--- src/hdl/hacd_comp_pkg.sv ---
package hacd_comp_pkg;

  // Datapath sizes of the zero-run compressor

  //////////////////////////////////////////////////////////////////////
  // Stream sizes
  //////////////////////////////////////////////////////////////////////

  // Memory word carried on the input stream and in literal tokens
  localparam int unsigned WORD_W = 32;

  // Largest page in words
  localparam int unsigned PAGE_WORDS_MAX = 64;

  // Run count and page token count share one width
  // Must hold PAGE_WORDS_MAX itself
  // An all-zero page gives that run
  localparam int unsigned RUN_W = $clog2(PAGE_WORDS_MAX + 1);

endpackage

--- src/hdl/hacd_reg_pkg.sv ---
package hacd_reg_pkg;

  // Register map of the HACD register block
  // Byte offsets on the request/response bus with field positions and reset values

  //////////////////////////////////////////////////////////////////////
  // Bus geometry
  //////////////////////////////////////////////////////////////////////

  localparam int unsigned REG_ADDR_W = 32;
  localparam int unsigned REG_DATA_W = 32;
  // One strobe per data byte
  localparam int unsigned REG_STRB_W = REG_DATA_W / 8;

  //////////////////////////////////////////////////////////////////////
  // Register offsets
  //////////////////////////////////////////////////////////////////////

  localparam logic [REG_ADDR_W-1:0] ADDR_CTRL        = 32'h0000_0000;
  localparam logic [REG_ADDR_W-1:0] ADDR_LOW_WM      = 32'h0000_0004;
  // Write one to clear
  localparam logic [REG_ADDR_W-1:0] ADDR_STATUS      = 32'h0000_0008;
  // Read only
  localparam logic [REG_ADDR_W-1:0] ADDR_PAGE_TOKENS = 32'h0000_000C;

  //////////////////////////////////////////////////////////////////////
  // Field positions
  //////////////////////////////////////////////////////////////////////

  // Control register
  localparam int unsigned CTRL_W           = 3;
  localparam int unsigned CTRL_COMP_EN_BIT = 0;
  localparam int unsigned CTRL_DEFL_IE_BIT = 1;
  localparam int unsigned CTRL_INFL_IE_BIT = 2;

  // Status register with sticky pending bits
  localparam int unsigned STAT_DEFL_BIT = 0;
  localparam int unsigned STAT_INFL_BIT = 1;

  // Reset values
  localparam logic [REG_DATA_W-1:0] CTRL_RESET   = 32'd0;
  localparam logic [REG_DATA_W-1:0] LOW_WM_RESET = 32'd16;

endpackage

--- src/hdl/hacd.sv ---
`timescale 1ns/1ps

module hacd (
  input  logic                                clk_i,
  input  logic                                rst_n_i,
  // Register bus
  input  logic                                reg_valid_i,
  input  logic                                reg_write_i,
  input  logic [hacd_reg_pkg::REG_ADDR_W-1:0] reg_addr_i,
  input  logic [hacd_reg_pkg::REG_DATA_W-1:0] reg_wdata_i,
  input  logic [hacd_reg_pkg::REG_STRB_W-1:0] reg_wstrb_i,
  output logic [hacd_reg_pkg::REG_DATA_W-1:0] reg_rdata_o,
  output logic                                reg_ready_o,
  output logic                                reg_error_o,
  // Word stream in
  input  logic                                word_valid_i,
  input  logic [hacd_comp_pkg::WORD_W-1:0]    word_data_i,
  input  logic                                word_last_i,
  // Token stream out
  output logic                                tok_valid_o,
  output logic [hacd_comp_pkg::RUN_W-1:0]     tok_run_o,
  output logic [hacd_comp_pkg::WORD_W-1:0]    tok_data_o,
  output logic                                tok_lit_o,
  output logic                                tok_last_o,
  // Interrupts
  output logic                                defl_interrupt_o,
  output logic                                infl_interrupt_o
);

  //////////////////////////////////////////////////////////////////////
  // Internal wires
  //////////////////////////////////////////////////////////////////////

  // Register block to pipeline
  logic                            comp_en;
  logic [hacd_comp_pkg::RUN_W-1:0] low_wm;
  // Page monitor back to the register block
  logic                            page_done;
  logic                            page_compressible;
  logic [hacd_comp_pkg::RUN_W-1:0] page_tokens;

  // Control, watermark, status and interrupts
  hacd_regs i_regs (
    .clk_i               (clk_i),
    .rst_n_i             (rst_n_i),
    .reg_valid_i         (reg_valid_i),
    .reg_write_i         (reg_write_i),
    .reg_addr_i          (reg_addr_i),
    .reg_wdata_i         (reg_wdata_i),
    .reg_wstrb_i         (reg_wstrb_i),
    .reg_rdata_o         (reg_rdata_o),
    .reg_ready_o         (reg_ready_o),
    .reg_error_o         (reg_error_o),
    .page_done_i         (page_done),
    .page_compressible_i (page_compressible),
    .page_tokens_i       (page_tokens),
    .comp_en_o           (comp_en),
    .low_wm_o            (low_wm),
    .defl_interrupt_o    (defl_interrupt_o),
    .infl_interrupt_o    (infl_interrupt_o)
  );

  // Word to token, two cycles
  hacd_run_encoder i_run_encoder (
    .clk_i        (clk_i),
    .rst_n_i      (rst_n_i),
    .comp_en_i    (comp_en),
    .word_valid_i (word_valid_i),
    .word_last_i  (word_last_i),
    .word_data_i  (word_data_i),
    .tok_valid_o  (tok_valid_o),
    .tok_lit_o    (tok_lit_o),
    .tok_last_o   (tok_last_o),
    .tok_run_o    (tok_run_o),
    .tok_data_o   (tok_data_o)
  );

  // Watches the same token stream the consumer sees
  hacd_page_monitor i_page_monitor (
    .clk_i               (clk_i),
    .rst_n_i             (rst_n_i),
    .tok_valid_i         (tok_valid_o),
    .tok_last_i          (tok_last_o),
    .low_wm_i            (low_wm),
    .page_done_o         (page_done),
    .page_compressible_o (page_compressible),
    .page_tokens_o       (page_tokens)
  );

endmodule

--- src/hdl/hacd_page_monitor.sv ---
`timescale 1ns/1ps

module hacd_page_monitor (
  input  logic                            clk_i,
  input  logic                            rst_n_i,
  // Token stream
  input  logic                            tok_valid_i,
  input  logic                            tok_last_i,
  // Threshold from the register block
  input  logic [hacd_comp_pkg::RUN_W-1:0] low_wm_i,
  // Page result
  output logic                            page_done_o,
  output logic                            page_compressible_o,
  output logic [hacd_comp_pkg::RUN_W-1:0] page_tokens_o
);

  logic [hacd_comp_pkg::RUN_W-1:0] cnt_q;
  logic [hacd_comp_pkg::RUN_W-1:0] cnt_inc;
  logic                            page_end;
  logic                            done_q;
  logic                            comp_q;
  logic [hacd_comp_pkg::RUN_W-1:0] total_q;

  // Running total including the current token
  assign cnt_inc  = cnt_q + 1'b1;
  assign page_end = tok_valid_i & tok_last_i;

  //////////////////////////////////////////////////////////////////////
  // Token count per page
  //////////////////////////////////////////////////////////////////////

  always_ff @(posedge clk_i) begin
    if (!rst_n_i) begin
      cnt_q  <= '0;
      done_q <= 1'b0;
    end else begin
      done_q <= page_end;
      // Restart at page end
      if (page_end) begin
        cnt_q <= '0;
      end else if (tok_valid_i) begin
        cnt_q <= cnt_inc;
      end
    end
  end

  // Result held with the done pulse
  always_ff @(posedge clk_i) begin
    if (page_end) begin
      total_q <= cnt_inc;
      // At or below the watermark compresses
      comp_q  <= (cnt_inc <= low_wm_i);
    end
  end

  assign page_done_o         = done_q;
  assign page_compressible_o = comp_q;
  assign page_tokens_o       = total_q;

endmodule

--- src/hdl/hacd_regs.sv ---
`timescale 1ns/1ps

module hacd_regs (
  input  logic                                clk_i,
  input  logic                                rst_n_i,
  // Request/response bus
  input  logic                                reg_valid_i,
  input  logic                                reg_write_i,
  input  logic [hacd_reg_pkg::REG_ADDR_W-1:0] reg_addr_i,
  input  logic [hacd_reg_pkg::REG_DATA_W-1:0] reg_wdata_i,
  input  logic [hacd_reg_pkg::REG_STRB_W-1:0] reg_wstrb_i,
  output logic [hacd_reg_pkg::REG_DATA_W-1:0] reg_rdata_o,
  output logic                                reg_ready_o,
  output logic                                reg_error_o,
  // Page results from the monitor
  input  logic                                page_done_i,
  input  logic                                page_compressible_i,
  input  logic [hacd_comp_pkg::RUN_W-1:0]     page_tokens_i,
  // Pipeline controls
  output logic                                comp_en_o,
  output logic [hacd_comp_pkg::RUN_W-1:0]     low_wm_o,
  // Interrupts
  output logic                                defl_interrupt_o,
  output logic                                infl_interrupt_o
);

  // Byte-lane merge of write data into a register value
  function automatic logic [hacd_reg_pkg::REG_DATA_W-1:0] strb_merge(
    input logic [hacd_reg_pkg::REG_DATA_W-1:0] old_v,
    input logic [hacd_reg_pkg::REG_DATA_W-1:0] new_v,
    input logic [hacd_reg_pkg::REG_STRB_W-1:0] strb
  );
    logic [hacd_reg_pkg::REG_DATA_W-1:0] res;
    res = old_v;
    for (int b = 0; b < hacd_reg_pkg::REG_STRB_W; b++) begin
      if (strb[b]) begin
        res[8*b +: 8] = new_v[8*b +: 8];
      end
    end
    return res;
  endfunction

  // Register state
  logic [hacd_reg_pkg::CTRL_W-1:0]     ctrl_q;
  logic [hacd_comp_pkg::RUN_W-1:0]     low_wm_q;
  logic                                defl_pend_q;
  logic                                infl_pend_q;
  logic [hacd_comp_pkg::RUN_W-1:0]     page_tokens_q;
  // Response
  logic                                ready_q;
  logic                                error_q;
  logic [hacd_reg_pkg::REG_DATA_W-1:0] rdata_q;

  logic                                req_take;
  logic                                hit_ctrl;
  logic                                hit_wm;
  logic                                hit_stat;
  logic                                hit_tok;
  logic                                hit_any;
  logic [hacd_reg_pkg::REG_DATA_W-1:0] ctrl_rd;
  logic [hacd_reg_pkg::REG_DATA_W-1:0] wm_rd;
  logic [hacd_reg_pkg::REG_DATA_W-1:0] stat_rd;
  logic [hacd_reg_pkg::REG_DATA_W-1:0] tok_rd;
  logic [hacd_reg_pkg::REG_DATA_W-1:0] rd_mux;
  logic [hacd_reg_pkg::REG_DATA_W-1:0] ctrl_wr;
  logic [hacd_reg_pkg::REG_DATA_W-1:0] wm_wr;
  logic [hacd_reg_pkg::REG_DATA_W-1:0] stat_wmask;
  logic                                wr_ctrl;
  logic                                wr_wm;
  logic                                defl_clr;
  logic                                infl_clr;
  logic                                defl_set;
  logic                                infl_set;

  //////////////////////////////////////////////////////////////////////
  // Address decode and read data
  //////////////////////////////////////////////////////////////////////

  // New request, taken once while ready is low
  assign req_take = reg_valid_i & ~ready_q;

  assign hit_ctrl = (reg_addr_i == hacd_reg_pkg::ADDR_CTRL);
  assign hit_wm   = (reg_addr_i == hacd_reg_pkg::ADDR_LOW_WM);
  assign hit_stat = (reg_addr_i == hacd_reg_pkg::ADDR_STATUS);
  assign hit_tok  = (reg_addr_i == hacd_reg_pkg::ADDR_PAGE_TOKENS);
  assign hit_any  = hit_ctrl | hit_wm | hit_stat | hit_tok;

  always_comb begin
    // Zero-extended views of each register
    ctrl_rd = '0;
    ctrl_rd[hacd_reg_pkg::CTRL_W-1:0] = ctrl_q;
    wm_rd = '0;
    wm_rd[hacd_comp_pkg::RUN_W-1:0] = low_wm_q;
    stat_rd = '0;
    stat_rd[hacd_reg_pkg::STAT_DEFL_BIT] = defl_pend_q;
    stat_rd[hacd_reg_pkg::STAT_INFL_BIT] = infl_pend_q;
    tok_rd = '0;
    tok_rd[hacd_comp_pkg::RUN_W-1:0] = page_tokens_q;
    // Unmapped reads return zero
    rd_mux = '0;
    if (hit_ctrl) rd_mux = ctrl_rd;
    if (hit_wm)   rd_mux = wm_rd;
    if (hit_stat) rd_mux = stat_rd;
    if (hit_tok)  rd_mux = tok_rd;
  end

  //////////////////////////////////////////////////////////////////////
  // Write path
  //////////////////////////////////////////////////////////////////////

  // Merged values, only the low field bits are kept
  assign ctrl_wr = strb_merge(ctrl_rd, reg_wdata_i, reg_wstrb_i);
  assign wm_wr   = strb_merge(wm_rd, reg_wdata_i, reg_wstrb_i);
  // Strobed ones of the write data select bits to clear
  assign stat_wmask = strb_merge('0, reg_wdata_i, reg_wstrb_i);

  assign wr_ctrl  = req_take & reg_write_i & hit_ctrl;
  assign wr_wm    = req_take & reg_write_i & hit_wm;
  assign defl_clr = req_take & reg_write_i & hit_stat &
                    stat_wmask[hacd_reg_pkg::STAT_DEFL_BIT];
  assign infl_clr = req_take & reg_write_i & hit_stat &
                    stat_wmask[hacd_reg_pkg::STAT_INFL_BIT];

  // Page end classification
  assign defl_set = page_done_i & page_compressible_i;
  assign infl_set = page_done_i & ~page_compressible_i;

  always_ff @(posedge clk_i) begin
    if (!rst_n_i) begin
      ctrl_q        <= hacd_reg_pkg::CTRL_RESET[hacd_reg_pkg::CTRL_W-1:0];
      low_wm_q      <= hacd_reg_pkg::LOW_WM_RESET[hacd_comp_pkg::RUN_W-1:0];
      defl_pend_q   <= 1'b0;
      infl_pend_q   <= 1'b0;
      page_tokens_q <= '0;
    end else begin
      if (wr_ctrl) ctrl_q <= ctrl_wr[hacd_reg_pkg::CTRL_W-1:0];
      if (wr_wm)   low_wm_q <= wm_wr[hacd_comp_pkg::RUN_W-1:0];
      // Set wins over a clear in the same cycle
      defl_pend_q <= (defl_pend_q & ~defl_clr) | defl_set;
      infl_pend_q <= (infl_pend_q & ~infl_clr) | infl_set;
      if (page_done_i) page_tokens_q <= page_tokens_i;
    end
  end

  //////////////////////////////////////////////////////////////////////
  // Response
  //////////////////////////////////////////////////////////////////////

  // One-cycle ready pulse, error aligned with it
  always_ff @(posedge clk_i) begin
    if (!rst_n_i) begin
      ready_q <= 1'b0;
      error_q <= 1'b0;
    end else begin
      ready_q <= req_take;
      error_q <= req_take & ~hit_any;
    end
  end

  // Read data captured with the request
  always_ff @(posedge clk_i) begin
    if (req_take) rdata_q <= reg_write_i ? '0 : rd_mux;
  end

  assign reg_ready_o = ready_q;
  assign reg_error_o = error_q;
  assign reg_rdata_o = rdata_q;

  // Controls into the pipeline
  assign comp_en_o = ctrl_q[hacd_reg_pkg::CTRL_COMP_EN_BIT];
  assign low_wm_o  = low_wm_q;

  // Pending bit gated by its enable
  assign defl_interrupt_o = defl_pend_q & ctrl_q[hacd_reg_pkg::CTRL_DEFL_IE_BIT];
  assign infl_interrupt_o = infl_pend_q & ctrl_q[hacd_reg_pkg::CTRL_INFL_IE_BIT];

endmodule

--- src/hdl/hacd_run_encoder.sv ---
`timescale 1ns/1ps

module hacd_run_encoder (
  input  logic                              clk_i,
  input  logic                              rst_n_i,
  input  logic                              comp_en_i,
  // Word stream
  input  logic                              word_valid_i,
  input  logic                              word_last_i,
  input  logic [hacd_comp_pkg::WORD_W-1:0]  word_data_i,
  // Token stream
  output logic                              tok_valid_o,
  output logic                              tok_lit_o,
  output logic                              tok_last_o,
  output logic [hacd_comp_pkg::RUN_W-1:0]   tok_run_o,
  output logic [hacd_comp_pkg::WORD_W-1:0]  tok_data_o
);

  // Stage one
  logic                             s1_valid_q;
  logic                             s1_last_q;
  logic                             s1_zero_q;
  logic [hacd_comp_pkg::WORD_W-1:0] s1_data_q;

  // Stage two
  logic [hacd_comp_pkg::RUN_W-1:0]  run_q;
  logic [hacd_comp_pkg::RUN_W-1:0]  run_inc;
  logic                             emit;
  logic                             tok_valid_q;
  logic                             tok_lit_q;
  logic                             tok_last_q;
  logic [hacd_comp_pkg::RUN_W-1:0]  tok_run_q;
  logic [hacd_comp_pkg::WORD_W-1:0] tok_data_q;

  //////////////////////////////////////////////////////////////////////
  // Stage one registers and classifies
  //////////////////////////////////////////////////////////////////////

  always_ff @(posedge clk_i) begin
    if (!rst_n_i) begin
      s1_valid_q <= 1'b0;
    end else begin
      s1_valid_q <= word_valid_i;
    end
  end

  // Payload follows the strobe
  always_ff @(posedge clk_i) begin
    if (word_valid_i) begin
      s1_data_q <= word_data_i;
      s1_last_q <= word_last_i;
      // Compression off makes every word a literal
      s1_zero_q <= comp_en_i & (word_data_i == '0);
    end
  end

  //////////////////////////////////////////////////////////////////////
  // Stage two collapses zero runs
  //////////////////////////////////////////////////////////////////////

  assign run_inc = run_q + 1'b1;

  // Nonzero word or page end closes a token
  assign emit = s1_valid_q & (~s1_zero_q | s1_last_q);

  always_ff @(posedge clk_i) begin
    if (!rst_n_i) begin
      run_q       <= '0;
      tok_valid_q <= 1'b0;
    end else begin
      tok_valid_q <= emit;
      // Count restarts after each token
      if (s1_valid_q) begin
        run_q <= emit ? '0 : run_inc;
      end
    end
  end

  always_ff @(posedge clk_i) begin
    if (emit) begin
      // Trailing zero counts into the run
      tok_run_q  <= s1_zero_q ? run_inc : run_q;
      tok_lit_q  <= ~s1_zero_q;
      // A closing zero word carries zero data
      tok_data_q <= s1_data_q;
      tok_last_q <= s1_last_q;
    end
  end

  assign tok_valid_o = tok_valid_q;
  assign tok_lit_o   = tok_lit_q;
  assign tok_last_o  = tok_last_q;
  assign tok_run_o   = tok_run_q;
  assign tok_data_o  = tok_data_q;

endmodule

--- config.mk ---
export PLATFORM = sky130hd
export DESIGN_NAME = hacd
export DESIGN_NICKNAME = d
export VERILOG_FILES = /design/src/hdl/hacd_comp_pkg.sv /design/src/hdl/hacd_reg_pkg.sv /design/src/hdl/hacd.sv /design/src/hdl/hacd_page_monitor.sv /design/src/hdl/hacd_regs.sv /design/src/hdl/hacd_run_encoder.sv
export SDC_FILE = /design/constraint.sdc
export NUM_CORES = 1
export LEC_CHECK = 0
export ABC_CLOCK_PERIOD_IN_PS = 2850
export BUFFER_PORTS_ARGS = -buffer_cell sky130_fd_sc_hd__buf_4
export CAP_MARGIN = 20
export CORE_MARGIN = 2
export CORE_UTILIZATION = 48
export DETAILED_ROUTE_END_ITERATION = 10
export MAX_ROUTING_LAYER = met4
export PLACE_DENSITY = 0.86
export RECOVER_POWER = 50
export SKIP_CTS_REPAIR_TIMING = 1
export SYNTH_ARGS = -nofsm -noshare
export SYNTH_HDL_FRONTEND = slang
export SYNTH_SLANG_ARGS = --single-unit
--- constraint.sdc ---
create_clock -name clk_i -period 2.85 [get_ports clk_i]
set_input_delay 0.57 -clock clk_i [delete_from_list [all_inputs] [get_ports clk_i]]
set_output_delay 0.57 -clock clk_i [all_outputs]
set_load 0.05 [all_outputs]
==> metrics.sh, run 1 <==
OUTCOME='finished, violations left'
VIOLATIONS='capacitance limit, slew limit'
DIE_X_MICRONS=107
IOPINCOUNT=184
DRIVE_ABOVE_1_SHARE=0.271
GRT_ANTENNA_BEFORE_REPAIR=0
TOTAL_POWER_mW=4.63
WORST_SLACK_NS=0.730
REQUIRED_ARRIVAL_TIME_AT_THE_WORST_ENDPOINT_NS=3.24
CLOCK_TREE_FROM_TRITONCTS='built'
SYNTH.YOSYS.SEQ_AREA_SHARE=0.683
VIA_PER_INST=5.15
CORE_REGION_AREA_SQ_MM=0.0103
CTS_BUFFERS=17
NUMCLOCKSINKS=128
CRITPATHARRIVALTIME_NS=2.51
YOSYS.CELL_COUNT.TOP_TYPE='edfxtp_1'
CRIT_PATH_MAX_FANOUT=9
ROUTABILITYCONGESTION=0.808
WORSTSETUPSTARTPOINTTYPE='flip-flop'
SETUP_VIOL=0
GRT_START_MAX_NET_PINS=41
AREA_GROWTH_FROM_SYNTHESIS_TO_LAYOUT_PCT=29.4
SYNTH_AREA_LEADERS='edfxtp_1 (53%), dfxtp_1 (15%), mux2i_1 (4.7%)'
M1WIRELENGTH_MICRONS=4100
MAX_VDD_DROP_V=0.000511
FINALINSTANCEAREA_SQ_MM=0.00656
MET2_LENGTH_MICRONS=5860
ASYNC_FLOP_SHARE=0
WORSTHOLDPATHTYPE='in -> reg'
DPL-INSTANCE-AREA_SQ_MM=0.00608
CLOCK_TREE.BUFFER_DEPTH=2
DESIGN.FINAL.NETS=629
ROUTED-VIA-COUNT=3414
DRV.MAX_CAP_VIOLATION_COUNT=1
CLK_ROOT_BUFFER_CELL='clkbuf_8'
GRT.OVERFLOW.TOTAL=0
FINAL.SETUP.TNS_NS=0
TIMING.FINAL.MAX_SLEW_VIOLATIONS=36
YS_SEQ_ELEMENTS=128
CELLPOWERDENSITY_mW_PER_MM2=705
RELSLEWSLACK=-0.281
FRACTION_OF_SYNTHESIZED_CELL_AREA_TAKEN_BY_THE_TOP_AREA_CELL_TYPE=0.533
CLOCK.FMAX_MHz=472
YS_TOP_CELLS_BY_COUNT='edfxtp_1 (90), dfxtp_1 (38), nor2_1 (36)'
POSTROUTEANTENNANETS=0
DPL_WORST_SLACK_NS=0.561
AVGROUTEDWIREPERCELL_MICRONS=16.6
PERIOD_MINUS_SLACK_NS=2.12
H-TREE-DEPTH=4
FLOORPLAN.DIE_AREA_SQ_MM=0.0114
HPWLAFTERDP_MICRONS=7690
YS.FLOP_TYPE='edfxtp_1'
TIMING_WORST_SETUP_PATH_TYPE='reg -> reg'
SYNTH-WARNING-COUNT=0
WIRELENGTH_MICRONS=11000
GRT_PASS1_VIAS=3445
POST-ROUTE-DRC-COUNT=0
CORE.ROWCOUNT=37
SYNTH_EDF_COUNT=90
HIGHEST-SIGNAL-LAYER='met4'
P_LEAK_nW=2.59
LAYOUT.CELLS.NON_FILLER=663
ROUTED-WL-MET3_MICRONS=738
NUMBER_OF_ANTENNA_REPAIR_DIODES=0
FINAL_CORE_UTILIZATION=0.639
FIN_WORST_SKEW_NS=0.00655
UNREPAIRED_SETUP_ENDPOINTS_AFTER_GLOBAL_ROUTING='no'
PORT_BUFFERS=130
PLACE_INST=631
FIRSTDRTPASSITERS=4
REPORT.FINAL.HOLD_VIOL_COUNT=0
CLK-INSERTION-DELAY-LATE_NS=0.52
POST_SYNTH.CELL_AREA_AVG_SQ_UM=13.5
TIGHTESTPINTRANSITION_NS=1.92
GRTUSAGETOTAL=0.204
POST_SYNTH_INST_COUNT=376
MAPPEDNETLISTAREA_SQ_MM=0.00507
MIN_PERIOD_OVER_PERIOD=0.744
DIE_HEIGHT_MICRONS=107
END_KIND='flip-flop'
SYNTH_TOP_AREA_CELL='edfxtp_1'
CLKSLEWWORSTSETUPHOLDPATHS_NS=0.06
FILLERINSTANCES=736
HOLDWS_NS=0.252
START_UTIL=0.493
DRT-INITIAL-DRC-COUNT=255
GRT_FIRST_PASS_WIRELENGTH_MICRONS=16900
SYNTH.LIB_CELLS_USED.DISTINCT=40
-- registers in the layout (all words and copies together), names as in the netlist, 3 cells and up --
| register | cells |
|---|---|
| i_page_monitor.cnt_q | 7 |
| i_run_encoder.tok_run_o | 7 |
| i_regs.reg_rdata_o | 7 |
| i_page_monitor.page_tokens_o | 7 |
| i_regs.page_tokens_q | 7 |
| i_regs.ctrl_q | 3 |
| i_run_encoder.tok_data_o | 32 |
| i_regs.low_wm_o | 7 |
| i_run_encoder.s1_data_q | 32 |
| i_run_encoder.run_q | 7 |
-- cells in the final DEF, fill, tap and decap left out, types with 2 or more instances in the layout --
| cell type | n |
|---|---|
| mux2i_1 | 24 |
| ha_1 | 9 |
| clkinvlp_4 | 2 |
| and3_1 | 5 |
| nand2b_1 | 3 |
| o21ai_0 | 6 |
| dfxtp_1 | 38 |
| and2_2 | 2 |
| clkbuf_1 | 24 |
| nor4b_1 | 2 |
| a22oi_1 | 3 |
| edfxtp_1 | 90 |
| clkbuf_16 | 16 |
| o21a_1 | 2 |
| buf_4 | 97 |
| nor2_1 | 36 |
| conb_1 | 25 |
| nor3_1 | 3 |
| clkinv_1 | 3 |
| nor2b_1 | 5 |
| nand4_1 | 8 |
| bufinv_16 | 3 |
| clkbuf_4 | 12 |
| xnor2_1 | 9 |
| nand3_1 | 7 |
| a21oi_1 | 6 |
| inv_1 | 9 |
| nand2_1 | 29 |
| nor4_1 | 13 |
| mux4_2 | 2 |
| nor3b_1 | 3 |
| and2_1 | 4 |
| xor2_1 | 8 |
| clkinv_2 | 4 |
-- path summary, 6_finish.rpt --
| path | slack (ns) | startpoint | to | cells after the start |
|---|---|---|---|---|
| max | 0.73 | i_regs.reg_ready_o$_SDFF_PN0_ | i_regs.low_wm_o[4]$_SDFFE_PN1P_ | 6 |
| min | 0.25 | word_last_i | i_run_encoder.s1_last_q$_DFFE_PP_ | 1 |
| max reg2reg | 0.73 | i_regs.reg_ready_o$_SDFF_PN0_ | i_regs.low_wm_o[4]$_SDFFE_PN1P_ | 6 |
| min reg2reg | 0.42 | i_run_encoder.s1_data_q[29]$_DFFE_PP_ | i_run_encoder.tok_data_o[29]$_DFFE_PP_ | 0 |
-- worst max-delay path: stages, from the launching register on --
cell and delay (ns):
dfxtp_1 0.32, nor2b_1 0.13, clkbuf_1 0.41, nand3_1 0.17, nor4_1 0.35, nand2_1 0.40
mux2i_1 0.21
-- metal layers --
metal  vias to the layer above  track usage
met1                      1655        0.219
met2                       149        0.347
li1                       1582            -
met3                        28       0.0614
met4                         0       0.0965
met5                         -            -
-- cell type report --
type	instances	area [sq um]	area share
clock buffer	19	422	0.0643
clock inverter	13	145	0.0221
inverter	9	33.8	0.00515
multi-input combinational	226	1420	0.217
sequential	128	3460	0.528
tap	136	170	0.0259
timing repair buffer	132	905	0.138
-- cells by family (layout without fill, tap and decap cells) --
logic type	after synthesis	in the layout	synth area share
buffers and inverters	46	173	0.0540
xor gates and xnor gates	17	17	0.0294
and+or+nand+nor	127	127	0.127
AOI/OAI and AO/OA	21	21	0.0252
muxes	27	27	0.0585
other	1	25	0.000740
adders and majority gates	9	9	0.0222
DFF	128	128	0.683
-- report_power, final --
part	internal (mW)	switching, mW	leakage [nW]	total [mW]
combinational	0.130	0.330	1.15	0.461
clock	1.31	0.721	0.274	2.03
sequential	2.09	0.0361	1.16	2.13
total	3.54	1.09	2.59	4.63
Note: power is estimated with default switching activity, not from simulation.
==> run 2: changes to the inputs <==
--- a/config.mk
+++ b/config.mk
@@ -5,14 +5,14 @@
 export SDC_FILE = /design/constraint.sdc
 export NUM_CORES = 1
 export LEC_CHECK = 0
-export ABC_CLOCK_PERIOD_IN_PS = 2850
+export ABC_CLOCK_PERIOD_IN_PS = 1800
 export BUFFER_PORTS_ARGS = -buffer_cell sky130_fd_sc_hd__buf_4
 export CAP_MARGIN = 20
 export CORE_MARGIN = 2
-export CORE_UTILIZATION = 48
+export CORE_UTILIZATION = 45
 export DETAILED_ROUTE_END_ITERATION = 10
 export MAX_ROUTING_LAYER = met4
-export PLACE_DENSITY = 0.86
+export PLACE_DENSITY = 0.85
 export RECOVER_POWER = 50
 export SKIP_CTS_REPAIR_TIMING = 1
 export SYNTH_ARGS = -nofsm -noshare
==> constraint.sdc (replaced) <==
create_clock -name clk_i -period 1.8 [get_ports clk_i]
set_input_delay 0.36 -clock clk_i [delete_from_list [all_inputs] [get_ports clk_i]]
set_output_delay 0.36 -clock clk_i [all_outputs]
set_load 0.05 [all_outputs]
==> metrics.sh, run 2 (synthesis gave the netlist of run 1 again) <==
CRITICAL_PATH.MOST_COMMON_CELL='nand2_1'
OUTCOME='finished, violations left'  # unchanged
CLKSLEWWORSTSETUPHOLDPATHS_NS=0.05  # was 0.06 ns
WORSTSETUPSTARTPOINTTYPE='flip-flop'  # unchanged
CLK-INSERTION-DELAY-LATE_NS=0.41  # was 0.52 ns
WIRELENGTH_MICRONS=11300  # was 11000 microns
NUMBER_OF_ANTENNA_REPAIR_DIODES=0  # unchanged
CRIT_PATH_MAX_FANOUT=4  # was 9
TOTAL_POWER_mW=7.46  # was 4.63 mW
GR-USAGE-MET2=0.312  # was 0.347
CORE.ROWCOUNT=38  # was 37
PERIOD_MINUS_SLACK_NS=1.95  # was 2.12 ns
GRT_FIRST_PASS_WIRELENGTH_MICRONS=16300  # was 16900 microns
CRITICAL_PATH.MAX_STAGE_DELAY_NS=0.36  # was 0.41 ns
GRT_START_MAX_NET_PINS=42  # was 41
GRTUSAGETOTAL=0.184  # was 0.204
WORST_SLACK_NS=-0.155  # was 0.730 ns
SETUP_VIOL=1  # was 0
NUMCLOCKSINKS=128  # unchanged
H-TREE-DEPTH=4  # unchanged
TIMING.FINAL.MAX_SLEW_VIOLATIONS=0  # was 36
GLOBALROUTEMET3UTIL=0.0400  # was 0.0614
FIN_WORST_SKEW_NS=0.00441  # was 0.00655 ns
AREA_GROWTH_FROM_SYNTHESIS_TO_LAYOUT_PCT=35.1  # was 29.4%
GRT_ANTENNA_BEFORE_REPAIR=0  # unchanged
COMMONEST_CELLS_AFTER_ROUTING_FILL_AND_TAPS_ASIDE='buf_4 (116), edfxtp_1 (90), dfxtp_1 (36), nor2_1 (34), nand2_1 (28)'  # was buf_4 (97), edfxtp_1 (90), dfxtp_1 (38), nor2_1 (36), nand2_1 (29)
TIMING_WORST_SETUP_PATH_TYPE='reg -> reg'  # unchanged
CELLPOWERDENSITY_mW_PER_MM2=1090  # was 705 mW/mm^2
GRT.OVERFLOW.TOTAL=0  # unchanged
UNREPAIRED_SETUP_ENDPOINTS_AFTER_GLOBAL_ROUTING='yes'  # was no
HOLDWS_NS=0.156  # was 0.252 ns
CLOCK.FMAX_MHz=512  # was 472 MHz
WORSTHOLDPATHTYPE='in -> reg'  # unchanged
CLK_ROOT_BUFFER_CELL='clkbuf_16'  # was clkbuf_8
END_KIND='flip-flop'  # unchanged
MAX_VDD_DROP_V=0.000716  # was 0.000511 V
ROUTED-VIA-COUNT=3410  # was 3414
REPORT.FINAL.HOLD_VIOL_COUNT=0  # unchanged
POST-ROUTE-DRC-COUNT=0  # unchanged
POSTROUTEANTENNANETS=0  # unchanged
START_UTIL=0.464  # was 0.493
DRV.MAX_CAP_VIOLATION_COUNT=0  # was 1
FIRSTDRTPASSITERS=5  # was 4
GRT-BUSIEST-LAYER='met2'  # unchanged
DESIGN.FINAL.NETS=649  # was 629
DIE_X_MICRONS=110  # was 107 microns
CORE_REGION_AREA_SQ_MM=0.0109  # was 0.0103 sq mm
GLOBAL_ROUTE.USAGE.MET1=0.211  # was 0.219
MIN_PERIOD_OVER_PERIOD=1.09  # was 0.744
TIGHTESTPINTRANSITION_NS=0.871  # was 1.92 ns
HPWLAFTERDP_MICRONS=7460  # was 7690 microns
PLACE_INST=648  # was 631
TIMING.CRITICAL_PATH.CELLS='buf_6 -> nand2_1 -> nor2_2 -> xor2_1 -> ha_1 -> a21o_1 -> a21oi_2 -> nand3b_1 -> nand2_1'  # was nor2b_1 -> clkbuf_1 -> nand3_1 -> nor4_1 -> nand2_1 -> mux2i_1
REQUIRED_ARRIVAL_TIME_AT_THE_WORST_ENDPOINT_NS=2.08  # was 3.24 ns
GRT_PASS1_VIAS=3328  # was 3445
CLOCK_TREE_FROM_TRITONCTS='built'  # unchanged
AVGROUTEDWIREPERCELL_MICRONS=16.4  # was 16.6 microns
FINAL.SETUP.TNS_NS=-0.155  # was 0 ns
FLOORPLAN.DIE_AREA_SQ_MM=0.0121  # was 0.0114 sq mm
CRITPATHARRIVALTIME_NS=2.23  # was 2.51 ns
CLOCK_TREE.BUFFER_DEPTH=2  # unchanged
DRIVE_ABOVE_1_SHARE=0.342  # was 0.271
P_LEAK_nW=2.73  # was 2.59 nW
PORT_BUFFERS=130  # unchanged
RELSLEWSLACK=0.419  # was -0.281
MOST_COMMON_CELL_AFTER_LAYOUT_FILL_AND_TAPS_ASIDE='buf_4'  # unchanged
DRT-INITIAL-DRC-COUNT=190  # was 255
FINAL_CORE_UTILIZATION=0.626  # was 0.639
CTS_BUFFERS=17  # unchanged
CRIT_PATH_TOP_DELAY_CELL='dfxtp_2'  # was clkbuf_1
VIA_PER_INST=4.96  # was 5.15
ROUTABILITYCONGESTION=0.804  # was 0.808
VIOLATIONS='setup timing'  # was capacitance limit, slew limit
DIE_HEIGHT_MICRONS=110  # was 107 microns
IOPINCOUNT=184  # unchanged
LAYOUT.CELLS.NON_FILLER=687  # was 663
run 2: final cells by class:
type	instances	area, sq um
repair buffers	152	1100
multi-input cells	226	1500
flip-flops and latches	128	3470
well taps	140	175
clock buffers	20	437
clock inverters	12	143
inverters	9	33.8
fillers	795	4090
run 2: critical path, delay by kind of cell (launching register included):
kind	cells	cell delay, ns
compound gates	2	0.41
xor+xnor	1	0.28
buf+inv	1	0.12
simple gates	4	0.31
fa+ha+maj	1	0.35
flops	1	0.36
run 2: final timing paths:
kind              slack, ns                            startpoint                                            to  cells after the start
setup / recovery      -0.15  i_page_monitor.cnt_q[1]$_SDFFE_PP0P_  i_page_monitor.page_compressible_o$_DFFE_PP_                      9
hold / removal         0.16                           word_last_i             i_run_encoder.s1_last_q$_DFFE_PP_                      1
setup reg to reg      -0.15  i_page_monitor.cnt_q[1]$_SDFFE_PP0P_  i_page_monitor.page_compressible_o$_DFFE_PP_                      9
hold reg to reg        0.42  i_run_encoder.s1_data_q[8]$_DFFE_PP_         i_run_encoder.tok_data_o[8]$_DFFE_PP_                      0
run 2: layer usage:
layer | vias to the layer above | share of wire
met5 | - | 0
met2 | 138 | 0.53
met1 | 1631 | 0.39
met3 | 26 | 0.055
met4 | 0 | 0.027
li1 | 1615 | -
run 2: power breakdown:
part	internal (mW)	switching [mW]	total (mW)
sequential	3.31	0.0468	3.36
combinational	0.227	0.536	0.762
clock	2.16	1.18	3.34
run 2: metrics by stage:
stage | cell area, sq um | worst slack (ns)
2_1_floorplan | 5170 | 0.0203
3_3_place_gp | 6190 | -0.0644
3_5_place_dp | 6190 | -0.151
4_1_cts | 6770 | -0.0627
5_1_grt | 6850 | -0.240
6_report | 6850 | -0.155
